### src/logic/rv_fetch_pkg.sv
`default_nettype none

package rv_fetch_pkg;

  // Architectural width of addresses on the fetch path
  localparam int XLEN = 32;

  // Byte address used for pc values and branch targets
  typedef logic [XLEN-1:0] xaddr_t;

  // One 32-bit instruction word, compressed encodings are not supported
  typedef logic [31:0] instr_t;

  // Every instruction is one word, so sequential fetch steps by four bytes
  localparam xaddr_t INSTR_BYTES = 32'd4;

  // Canonical addi x0,x0,0 that fills a flushed slot
  localparam instr_t I_NOP = 32'h0000_0013;

  // Address fetched while reset is held
  localparam xaddr_t RESET_PC = 32'h0000_0000;

  // Branch target buffer geometry
  // The index sits just above the two byte-offset bits and the tag is the rest
  localparam int BTB_INDEX_BITS = 4;
  localparam int BTB_ENTRIES = 1 << BTB_INDEX_BITS;
  localparam int BTB_TAG_BITS = XLEN - BTB_INDEX_BITS - 2;
  typedef logic [BTB_INDEX_BITS-1:0] btb_index_t;
  typedef logic [BTB_TAG_BITS-1:0] btb_tag_t;

  // Instruction memory geometry, word indexed by address bits 9 down to 2
  localparam int IMEM_ADDR_BITS = 8;
  localparam int IMEM_DEPTH = 1 << IMEM_ADDR_BITS;
  typedef logic [IMEM_ADDR_BITS-1:0] imem_index_t;

  // Fetch from pc_next so a predicted target is read in the cycle it is chosen
  localparam bit BPRED_EARLY_FETCH = 1'b1;

endpackage

`default_nettype wire

### src/logic/fetch_bus_if.sv
`timescale 1ns/10ps
`default_nettype none

// Carries one fetched slot from the BRAM fetch stage to the IF/ID register
interface fetch_bus_if import rv_fetch_pkg::*; ();

  // Address that was read from the instruction RAM
  xaddr_t pc;
  xaddr_t pc_plus4;

  // Prediction buffered alongside that fetch address
  logic   btb_hit;
  logic   btb_pred_taken;
  xaddr_t btb_target;

  // The fetch stage owns every field
  modport source (
    output pc, pc_plus4, btb_hit, btb_pred_taken, btb_target
  );

  // The IF/ID register only samples them
  modport sink (
    input pc, pc_plus4, btb_hit, btb_pred_taken, btb_target
  );

endinterface

`default_nettype wire

### src/logic/fetch_stage_bram.sv
`timescale 1ns/10ps
`default_nettype none

module fetch_stage_bram import rv_fetch_pkg::*; (
  input  logic   clk,
  input  logic   rst_n,
  input  logic   if_id_stall,
  input  logic   if_id_flush,
  input  logic   btb_hit_if,
  input  logic   btb_pred_taken_if,
  input  xaddr_t pc,
  input  xaddr_t pc_next,
  input  xaddr_t btb_target_if,
  output logic   imem_ren,
  output xaddr_t imem_raddr,
  input  instr_t imem_rdata,
  output instr_t instr_id,
  fetch_bus_if.source fetch_bus
);

  // Buffers that line the fetch address up with the RAM output
  xaddr_t pc_buf;
  xaddr_t pc_plus4_buf;
  logic   btb_hit_buf;
  logic   btb_pred_taken_buf;
  xaddr_t btb_target_buf;

  // Instruction word after the RAM latency
  instr_t instr_buf;

  // Early fetch reads pc_next, so a predicted or redirected target is
  // requested in the same cycle it is chosen and no extra flush is needed
  assign imem_raddr = BPRED_EARLY_FETCH ? pc_next : pc;

  // Reading stays enabled through reset so the reset vector is in flight
  // A stall drops the enable and the RAM keeps presenting the same word
  assign imem_ren = !rst_n || !if_id_stall;

  // Fetch address and prediction buffers
  // They capture exactly what was sent to the RAM so the word and its
  // address match even when pc and pc_next disagree around a stall
  // A flush does not stop them and only the instruction is squashed
  always_ff @(posedge clk) begin
    if (!rst_n) begin
      pc_buf             <= RESET_PC;
      pc_plus4_buf       <= RESET_PC + INSTR_BYTES;
      btb_hit_buf        <= 1'b0;
      btb_pred_taken_buf <= 1'b0;
      btb_target_buf     <= '0;
    end else if (!if_id_stall) begin
      pc_buf             <= imem_raddr;
      pc_plus4_buf       <= imem_raddr + INSTR_BYTES;
      btb_hit_buf        <= btb_hit_if;
      btb_pred_taken_buf <= btb_pred_taken_if;
      btb_target_buf     <= btb_target_if;
    end
  end

  // Instruction buffer
  // Flush beats stall here, so a redirect squashes the slot even when frozen
  always_ff @(posedge clk) begin
    if (!rst_n || if_id_flush) begin
      instr_buf <= I_NOP;
    end else if (!if_id_stall) begin
      instr_buf <= imem_rdata;
    end
  end

  assign instr_id = instr_buf;

  // Fields travelling on to the IF/ID register
  assign fetch_bus.pc             = pc_buf;
  assign fetch_bus.pc_plus4       = pc_plus4_buf;
  assign fetch_bus.btb_hit        = btb_hit_buf;
  assign fetch_bus.btb_pred_taken = btb_pred_taken_buf;
  assign fetch_bus.btb_target     = btb_target_buf;

  // Every address handed to the RAM must be a word address
  a_fetch_aligned: assert property (
    @(posedge clk) imem_ren |-> imem_raddr[1:0] == 2'b00
  ) else $error("fetch_stage_bram: misaligned fetch address %h", imem_raddr);

endmodule

`default_nettype wire

### src/flat_wrapper.sv
// flat-port wrapper written by rule: the top's interface ports become plain ports
module fetch_stage_bram_flat import rv_fetch_pkg::*;
  (clk, rst_n, if_id_stall, if_id_flush, btb_hit_if, btb_pred_taken_if, pc, pc_next, btb_target_if, imem_ren, imem_raddr, imem_rdata, instr_id, fetch_bus_pc, fetch_bus_pc_plus4, fetch_bus_btb_hit, fetch_bus_btb_pred_taken, fetch_bus_btb_target);
  fetch_bus_if fetch_bus_i ();
  input  logic clk;
  input  logic rst_n;
  input  logic if_id_stall;
  input  logic if_id_flush;
  input  logic btb_hit_if;
  input  logic btb_pred_taken_if;
  input  xaddr_t pc;
  input  xaddr_t pc_next;
  input  xaddr_t btb_target_if;
  output logic imem_ren;
  output xaddr_t imem_raddr;
  input  instr_t imem_rdata;
  output instr_t instr_id;
  output wire logic [$bits(fetch_bus_i.pc)-1:0] fetch_bus_pc;
  output wire logic [$bits(fetch_bus_i.pc_plus4)-1:0] fetch_bus_pc_plus4;
  output wire logic [$bits(fetch_bus_i.btb_hit)-1:0] fetch_bus_btb_hit;
  output wire logic [$bits(fetch_bus_i.btb_pred_taken)-1:0] fetch_bus_btb_pred_taken;
  output wire logic [$bits(fetch_bus_i.btb_target)-1:0] fetch_bus_btb_target;
  assign fetch_bus_pc = fetch_bus_i.pc;
  assign fetch_bus_pc_plus4 = fetch_bus_i.pc_plus4;
  assign fetch_bus_btb_hit = fetch_bus_i.btb_hit;
  assign fetch_bus_btb_pred_taken = fetch_bus_i.btb_pred_taken;
  assign fetch_bus_btb_target = fetch_bus_i.btb_target;
  fetch_stage_bram u_core (.clk(clk), .rst_n(rst_n), .if_id_stall(if_id_stall), .if_id_flush(if_id_flush), .btb_hit_if(btb_hit_if), .btb_pred_taken_if(btb_pred_taken_if), .pc(pc), .pc_next(pc_next), .btb_target_if(btb_target_if), .imem_ren(imem_ren), .imem_raddr(imem_raddr), .imem_rdata(imem_rdata), .instr_id(instr_id), .fetch_bus(fetch_bus_i));
endmodule
### config.mk
export PLATFORM = sky130hd
export DESIGN_NAME = fetch_stage_bram_flat
export DESIGN_NICKNAME = d
export VERILOG_FILES = /design/src/logic/rv_fetch_pkg.sv /design/src/logic/fetch_bus_if.sv /design/src/logic/fetch_stage_bram.sv /design/src/flat_wrapper.sv
export SDC_FILE = /design/constraint.sdc
export NUM_CORES = 1
export LEC_CHECK = 0
export BUFFER_PORTS_ARGS = -buffer_cell sky130_fd_sc_hd__buf_2
export CAP_MARGIN = 25
export CORE_MARGIN = 4
export CORE_UTILIZATION = 41
export CTS_BUF_LIST = sky130_fd_sc_hd__clkbuf_4
export DETAILED_ROUTE_END_ITERATION = 8
export GPL_TIMING_DRIVEN = 0
export PLACE_DENSITY = 0.78
export SKIP_LAST_GASP = 1
export SYNTH_ARGS = -nofsm -noshare
export SYNTH_HDL_FRONTEND = slang
export SYNTH_SLANG_ARGS = --single-unit
export TNS_END_PERCENT = 1
### constraint.sdc
create_clock -name clk -period 1.62 [get_ports clk]
set_input_delay 0.324 -clock clk [delete_from_list [all_inputs] [get_ports clk]]
set_output_delay 0.324 -clock clk [all_outputs]
set_load 0.02 [all_outputs]
* Word level (Yosys, flattened, before mapping)
Cells that the tools add are included.
** Word-level totals
- Input bits :: 134
- Flip-flop bits (word level) :: 130
- Logic and storage cells :: 11
** Cells by class
- $add $sub $neg :: 1
- Reduce and logical (&&, ||, !) cells :: 4
** Operators with widths (count)
- adder 32 x 3 -> 32 bit (second input constant) :: 1
- zero test 1 bit :: 2
- logical OR 1 bit :: 2

* Logic depth before layout (Yosys ltp)
Gate-level depths: netlist of the first run.
- Depth after elaboration :: 2
- Depth in mapped cells :: 6
- Gate-level depth less buffers :: 5

* Least setup slack after synthesis of the first run
OpenSTA, ideal clock, no wires.
- Path kind :: input -> output
- Start point :: input port if_id_stall
- End point :: output port imem_ren
- Slack :: -0.117 ns
- Stages on the path :: 4
- Arrival :: 1.413 ns
- Data required time :: 1.296 ns
- Cells stage by stage :: clkbuf_1 buf_1 clkbuf_1 nand2_1
** Between the ends
- Longest elaborated chain between the ends :: 2
** Ends and longest elaborated chain
- start, declared :: line flat_wrapper.sv:7 : input logic if_id_stall;
- zero test 1 bit :: line fetch_stage_bram.sv:37 : assign imem_ren = !rst_n || !if_id_stall;
- logical OR 1 bit :: line fetch_stage_bram.sv:37
- end, declared :: line flat_wrapper.sv:14 : output logic imem_ren;
Every way passes these cells.

* Worst setup path after layout of the first run
- Start point :: input port rst_n
- End point :: output port imem_ren
** Between the ends
- Longest elaborated chain between the ends :: 2
** Ends and longest elaborated chain
- start, declared :: line flat_wrapper.sv:6 : input logic rst_n;
- zero test 1 bit
- logical OR 1 bit :: line fetch_stage_bram.sv:37
Every way passes these cells.

==> load_flow_metrics.sql, run 1 <==
INSERT INTO impl_metrics (metric_group, metric, value, unit) VALUES
('floorplan', 'coreArea', '12700', 'um2'),
('grt', 'initial_antenna_violation_count', '1', ''),
('timing', 'post-route-worst-setup-slack', '-0.131', 'ns'),
('drt', 'vias', '5384', ''),
('pwr', 'power.density_cell_area', '907', 'nW/um2'),
('floorplan', 'die_h', '122', 'um'),
('timing', 'finalSetupViolations', '17', ''),
('layout', 'filler_cell_count', '1132', ''),
('clocking', 'tritoncts', 'built', ''),
('critical_path', 'critPathRequiredTime', '1.30', 'ns'),
('grt', 'grt_start_max_net_pins', '20', ''),
('clocking', 'clk_path_buf_depth', '2', ''),
('layout', 'final_layout_size_suffix_gt1_share', '37.7', '%'),
('layout', 'multi_input_area', '2380', 'um2'),
('layout', 'areaGrowthSynthToFinish', '44.8', '%'),
('floorplan', 'boundary_pins', '297', ''),
('drt', 'drc', '0', ''),
('timing', 'finalClockSkew', '0', 'ns'),
('layout', 'seq_area', '2560', 'um2'),
('synthesis', 'synthDominantCellAreaShare', '47.9', '%'),
('synthesis', 'ys.flop_type', 'sky130_fd_sc_hd__dfxtp_1', ''),
('layout', 'fin_area', '7750', 'um2'),
('timing', 'final_max_slew_viol_count', '0', ''),
('synthesis', 'postSynthCellCount', '568', ''),
('timing', 'tns', '-0.468', 'ns'),
('timing', 'finalHoldWorstSlack', '0.0338', 'ns'),
('timing', 'fin_crit_sh', '108', '%'),
('synthesis', 'syn-num-nets', '703', ''),
('drt', 'avgRoutedWirePerCell', '16.3', 'um'),
('drt', 'number_of_antenna_violating_nets_in_the_routed_design', '0', ''),
('critical_path', 'worst_path_most_repeated_cell', 'sky130_fd_sc_hd__buf_2', ''),
('critical_path', 'max_stage_delay', '0.39', 'ns'),
('pwr', 'ir_worst_vdd', '811', 'uV'),
('timing', 'max_freq', '0.571', 'GHz'),
('drt', 'drt_first_iter_violations', '281', ''),
('timing', 'min_period', '1.75', 'ns'),
('drt', 'routed_wirelength', '17800', 'um'),
('synthesis', 'syn-mean-instance-area', '9.42', 'um2'),
('synthesis', 'netlist_top_cells_area', 'sky130_fd_sc_hd__dfxtp_1 (48%), sky130_fd_sc_hd__mux2i_1 (17%), sky130_fd_sc_hd__nor2_1 (7.4%)', ''),
('place', 'gpl.final_weighted_congestion', '0.911', ''),
('clocking', 'clock_sinks', '128', ''),
('synthesis', 'seq_area_frac_synth', '47.9', '%'),
('clocking', 'cts.clk_slew.worst_paths', '0.11', 'ns'),
('place', 'detailed_place.area', '6880', 'um2'),
('run_status', 'outcome', 'finished, violations left', ''),
('critical_path', 'worst-setup-path-type', 'input pin to output port', ''),
('place', 'placement.io_buffers', '263', ''),
('synthesis', 'ys_warn_count', '0', ''),
('worst_hold_path', 'hp-class', 'input pin to flip-flop', ''),
('drt', 'drt_pre_antenna_iters', '5', ''),
('synthesis', 'syn_area', '5350', 'um2'),
('critical_path', 'start_kind', 'input pin', ''),
('synthesis', 'synth.distinct_cells', '45', ''),
('pwr', 'power.static_leakage', '3.88', 'nW'),
('critical_path', 'critPathSlowestCell', 'sky130_fd_sc_hd__clkbuf_1', ''),
('layout', 'nets', '1041', ''),
('floorplan', 'die_width', '122', 'um'),
('critical_path', 'worst_path_bufs_invs', '4', ''),
('run_status', 'violations', 'setup timing', ''),
('clocking', 'clk_latency', '0.53', 'ns'),
('drt', 'detail_route.vias_per_cell', '4.93', ''),
('floorplan', 'placementRows', '41', ''),
('floorplan', 'initial_util', '42.0', '%'),
('clocking', 'cts_htree_levels', '4', ''),
('timing', 'slew-limit-headroom', '50.1', '%'),
('synthesis', 'post_synth_edffs', '0', ''),
('clocking', 'tritoncts.num_buffers', '17', ''),
('critical_path', 'critPathTopFamily', 'buffers and inverters', ''),
('timing', 'worst_slew_pin_slew', '0.748', 'ns'),
('grt', 'globalRoute.totalOverflow', '0', ''),
('critical_path', 'path_cells', 'buf_2 -> clkbuf_1 -> clkbuf_2 -> nand2_1 -> buf_2', '');
==> power by group <==
group / internal, mW / leakage (nW) / total, mW / switching (mW)
Clock: 1.03 / 0.147 / 2.22 / 1.20
Combinational: 0.588 / 2.68 / 1.39 / 0.805
Sequential: 3.32 / 1.05 / 3.41 / 0.0882
==> final timing paths <==
check	from	end	slack, ns	cells after the start
setup reg to reg	u_core.fetch_bus.pc_plus4[19]	u_core.fetch_bus.pc_plus4[19]	0.72	4
hold reg to reg	u_core.fetch_bus.pc[18]	u_core.fetch_bus.pc[18]	0.46	2
hold / removal	imem_rdata[15]	u_core.instr_id[15]	0.03	3
setup / recovery	rst_n	imem_ren	-0.13	5
==> worst min-delay path, stage by stage <==
cell and delay [ns]:
sky130_fd_sc_hd__buf_2 0.08, sky130_fd_sc_hd__mux2i_1 0.06, sky130_fd_sc_hd__nor2_1 0.08
==> logic make-up after synthesis <==
logic type / after synthesis / share of synthesized area (%)
AO/OA/AOI/OAI: 64 / 7.77
XOR/XNOR: 12 / 1.96
adder cells (fa/ha/maj): 1 / 0.234
buffers and inverters: 75 / 7.91
flip-flops: 128 / 47.9
multiplexers: 90 / 16.9
AND/OR/NAND/NOR: 198 / 17.4
==> metal layers <==
| layer | track usage, % | part of all wire [%] |
|---|---|---|
| met5 | 0 | 0 |
| met4 | 8.68 | 2.0 |
| met3 | 6.41 | 8.2 |
| met2 | 39.8 | 50 |
| met1 | 27.2 | 40 |
==> synth_stat cells, drive strengths merged (2+ instances only) <==
| master | n |
|---|---|
| clkbuf | 24 |
| nand3 | 15 |
| inv | 7 |
| and2 | 2 |
| nor2 | 106 |
| nand4 | 9 |
| o21ai | 11 |
| nand2b | 6 |
| dfxtp | 128 |
| and4 | 2 |
| a221oi | 2 |
| a31oi | 5 |
| mux2i | 89 |
| nor2b | 11 |
| nor4 | 6 |
| xnor2 | 7 |
| and3 | 5 |
| or4 | 2 |
| nor3 | 9 |
| nand2 | 20 |
| xor2 | 5 |
| a211o | 3 |
| or2 | 2 |
| o31ai | 2 |
| a211oi | 6 |
| buf | 44 |
| a41oi | 2 |
| a21oi | 22 |
| a311oi | 5 |
==> layout by cell type, fill, tap and decap left out, types with 4 or more instances in the layout <==
master / n
sky130_fd_sc_hd__nor2b_1: 11
sky130_fd_sc_hd__clkinv_2: 4
sky130_fd_sc_hd__nand2b_1: 6
sky130_fd_sc_hd__buf_2: 272
sky130_fd_sc_hd__clkbuf_4: 17
sky130_fd_sc_hd__nand2_1: 20
sky130_fd_sc_hd__inv_1: 7
sky130_fd_sc_hd__clkbuf_1: 19
sky130_fd_sc_hd__mux2i_1: 89
sky130_fd_sc_hd__buf_4: 35
sky130_fd_sc_hd__a21oi_1: 22
sky130_fd_sc_hd__nor2_1: 106
sky130_fd_sc_hd__dlygate4sd3_1: 57
sky130_fd_sc_hd__clkbuf_2: 4
sky130_fd_sc_hd__a311oi_1: 5
sky130_fd_sc_hd__a31oi_1: 5
sky130_fd_sc_hd__dfxtp_1: 128
sky130_fd_sc_hd__nor3_1: 9
sky130_fd_sc_hd__clkinv_1: 4
sky130_fd_sc_hd__nand3_1: 15
sky130_fd_sc_hd__and3_1: 5
sky130_fd_sc_hd__xnor2_1: 7
sky130_fd_sc_hd__o21ai_0: 11
sky130_fd_sc_hd__xor2_1: 5
sky130_fd_sc_hd__a211oi_1: 6
sky130_fd_sc_hd__nand4_1: 8
==> through the flow <==
step	instances	power, mW	setup slack [ns]
detailed placement	1003	4.74	-0.729
CTS	1088	7.04	-0.107
finish	1092	7.02	-0.131
global placement	1003	4.73	-0.691
global route	1091	7.33	-0.147
floorplan	568	4.23	-0.0985
==> repair_timing <==
item / 4_1_cts / 5_1_grt
cloned: 0 / 0
setup endpoints to repair: 73 / 57
hold endpoints to repair: 55 / 2
hold buffers: 55 / 2
buffers inserted: 0 / 0
pin swaps: 0 / 0
resized for setup: 4 / 1
==> registers in the layout, summed over array words and instances, names as in the netlist <==
signal	cells
u_core.fetch_bus.btb_hit	1
u_core.fetch_bus.btb_pred_taken	1
u_core.fetch_bus.pc	32
u_core.instr_id	32
u_core.fetch_bus.btb_target	32
u_core.fetch_bus.pc_plus4	30
==> layout make-up <==
class / count / area share [%]
flip-flops and latches: 128 / 33.1
diodes: 2 / 0.0646
clock inverters: 14 / 1.92
multi-input cells: 365 / 30.7
repair buffers: 320 / 24.4
inverters: 7 / 0.339
clock buffers: 17 / 1.65
plain buffers: 67 / 5.15
well taps: 172 / 2.78
Power figures use the tool's default switching activity.
==> run 2: changes to the inputs <==
==> constraint.sdc (replaced) <==
create_clock -name clk -period 1.62 [get_ports clk]
set_input_delay 0.324 -clock clk [delete_from_list [all_inputs] [get_ports clk]]
set_output_delay 0.324 -clock clk [all_outputs]
set_load 0.05 [all_outputs]
==> run 2 against run 1 <==
Effect of this change: the run still ends with setup timing left; global-route usage is 0.74 points higher; die area stayed put; first-iteration DRC count is 25% higher; design area is 0.13% higher; highest routed layer unchanged.
==> load_flow_metrics.sql, run 2 (same netlist as run 1, synthesis figures left out) <==
INSERT INTO impl_metrics (metric_group, metric, value, unit) VALUES
('drt', 'drt_pre_antenna_iters', '4', ''),
('run_status', 'violations', 'setup timing', ''),
('clocking', 'clock_sinks', '128', ''),
('clocking', 'cts_htree_levels', '4', ''),
('grt', 'grt_start_max_net_pins', '20', ''),
('grt', 'grt_pass1_wl', '27500', 'um'),
('timing', 'finalHoldWorstSlack', '0.0524', 'ns'),
('layout', 'areaGrowthSynthToFinish', '45.0', '%'),
('place', 'gpl.final_weighted_congestion', '0.934', ''),
('clocking', 'clock_tree.root_cell', 'sky130_fd_sc_hd__clkbuf_4', ''),
('critical_path', 'timing.reg2reg.setup_slack', '0.71', 'ns'),
('critical_path', 'crit_arrival', '1.34', 'ns'),
('timing', 'finalSetupViolations', '1', ''),
('layout', 'mostFrequentLayoutCells', 'sky130_fd_sc_hd__buf_2 (272), sky130_fd_sc_hd__dfxtp_1 (128), sky130_fd_sc_hd__nor2_1 (106)', ''),
('timing', 'final_max_slew_viol_count', '0', ''),
('drt', 'routed_wirelength', '17800', 'um'),
('critical_path', 'path_max_fanout', '19', ''),
('floorplan', 'die_width', '122', 'um'),
('grt', 'grtUsageTotal', '23.8', '%'),
('floorplan', 'die_h', '122', 'um'),
('drt', 'number_of_antenna_violating_nets_in_the_routed_design', '0', ''),
('layout', 'filler_cell_count', '1111', ''),
('place', 'dp_hpwl', '12400', 'um'),
('critical_path', 'cp-end-kind', 'output port', ''),
('drt', 'detail_route.vias_per_cell', '4.91', ''),
('drt', 'drt_first_iter_violations', '351', ''),
('grt', 'initial_antenna_violation_count', '1', ''),
('timing', 'slew-limit-headroom', '50.0', '%'),
('place', 'placement.io_buffers', '263', ''),
('pwr', 'total_power', '7.26', 'mW'),
('critical_path', 'startpoint', 'if_id_stall', ''),
('clocking', 'tritoncts', 'built', ''),
('drt', 'drc', '0', ''),
('timing', 'max_freq', '0.602', 'GHz'),
('floorplan', 'coreArea', '12700', 'um2'),
('critical_path', 'critPathRequiredTime', '1.30', 'ns'),
('timing', 'finalClockSkew', '0', 'ns'),
('floorplan', 'initial_util', '42.0', '%'),
('clocking', 'tritoncts.num_buffers', '17', ''),
('layout', 'layout_commonest_cell', 'sky130_fd_sc_hd__buf_2', ''),
('clocking', 'clk_latency', '0.53', 'ns'),
('critical_path', 'start_kind', 'input pin', ''),
('pwr', 'power.static_leakage', '3.89', 'nW'),
('pwr', 'power.density_cell_area', '936', 'nW/um2'),
('floorplan', 'die_area', '14900', 'um2'),
('critical_path', 'critical_path.reg2reg.startpoint', 'u_core.fetch_bus.pc_plus4[25]', ''),
('layout', 'final_layout_size_suffix_gt1_share', '38.0', '%'),
('clocking', 'clk_path_buf_depth', '2', ''),
('floorplan', 'boundary_pins', '297', ''),
('timing', 'worst_slew_pin_slew', '0.743', 'ns'),
('drt', 'avgRoutedWirePerCell', '16.2', 'um'),
('worst_hold_path', 'hp-class', 'input pin to flip-flop', ''),
('clocking', 'cts.clk_slew.worst_paths', '0.10', 'ns'),
('timing', 'fin_crit_sh', '103', '%'),
('pwr', 'ir_worst_vdd', '572', 'uV'),
('drt', 'vias', '5378', ''),
('job', 'cap_violations', '0', ''),
('grt', 'grt_pass1_vias', '5309', ''),
('critical_path', 'worst-setup-path-type', 'input pin to output port', ''),
('grt', 'globalRoute.totalOverflow', '0', ''),
('run_status', 'outcome', 'finished, violations left', ''),
('layout', 'nets', '1044', ''),
('timing', 'post-route-worst-setup-slack', '-0.0419', 'ns'),
('floorplan', 'placementRows', '41', ''),
('place', 'post_placement_setup_slack', '-0.807', 'ns'),
('timing', 'min_period', '1.66', 'ns'),
('worst_hold_path', 'startpoint_of_the_worst_hold_path', 'imem_rdata[25]', ''),
('timing', 'timing.final.hold_violations', '0', ''),
('timing', 'grt_setup_unrepaired', 'true', '');
==> run 2: worst paths after layout <==
kind,to,cells after the start
setup / recovery,imem_ren,5
hold / removal,u_core.instr_id[25],3
setup reg to reg,u_core.fetch_bus.pc_plus4[25],4
hold reg to reg,u_core.fetch_bus.pc[19],2
==> run 2: metal layers <==
metal / vias up / GRT usage (%) / wire (um) / share of wire, %
met5: - / 0 / 0 / 0
met4: 0 / 10.6 / 530 / 3.0
met3: 46 / 7.00 / 1400 / 7.9
met2: 232 / 39.4 / 8670 / 49
met1: 2468 / 28.6 / 7170 / 40
li1: 2632 / - / - / -
==> run 2: area by class of cell <==
type | count | area, um2 | share of cell area, %
well taps | 172 | 215 | 2.77
clock buffers | 20 | 150 | 1.94
plain buffers | 66 | 403 | 5.19
diodes | 3 | 7.51 | 0.0968
multi-input cells | 365 | 2370 | 30.6
clock inverters | 11 | 93.8 | 1.21
repair buffers | 324 | 1930 | 24.8
inverters | 7 | 26.3 | 0.339
flip-flops and latches | 128 | 2560 | 33.0
==> run 2: metrics by stage <==
| stage | setup TNS (ns) | area (um2) | utilization, % | instances |
|---|---|---|---|---|
| after floorplan | -0.0592 | 5360 | - | 568 |
| after global placement | -65.77 | 6890 | 54.1 | 1003 |
| after detailed placement | -66.64 | 6890 | 54.1 | 1003 |
| after CTS | -0.225 | 7750 | 60.9 | 1094 |
| after global routing | -0.447 | 7750 | 60.9 | 1094 |
| final | -0.0419 | 7760 | 61.0 | 1096 |
==> run 2: critical path: stages <==
cell and delay [ns]:
sky130_fd_sc_hd__buf_2 0.19, sky130_fd_sc_hd__clkbuf_2 0.29, sky130_fd_sc_hd__buf_6 0.25, sky130_fd_sc_hd__nand2_2 0.05, sky130_fd_sc_hd__buf_2 0.22
==> run 2: repair_timing <==
item                       CTS  global route
setup endpoints to repair   76            78
pin swaps                    0             0
hold endpoints to repair    61             0
setup buffers                0             0
hold buffers                61             0
resized for setup            4             3
==> run 2: where the power goes <==
group | switching [mW] | leakage, nW | internal (mW) | total, mW
combinational | 1.30 | 2.70 | 0.596 | 1.90
sequential | 0.0853 | 1.05 | 3.32 | 3.40
clock | 1.17 | 0.132 | 0.789 | 1.96
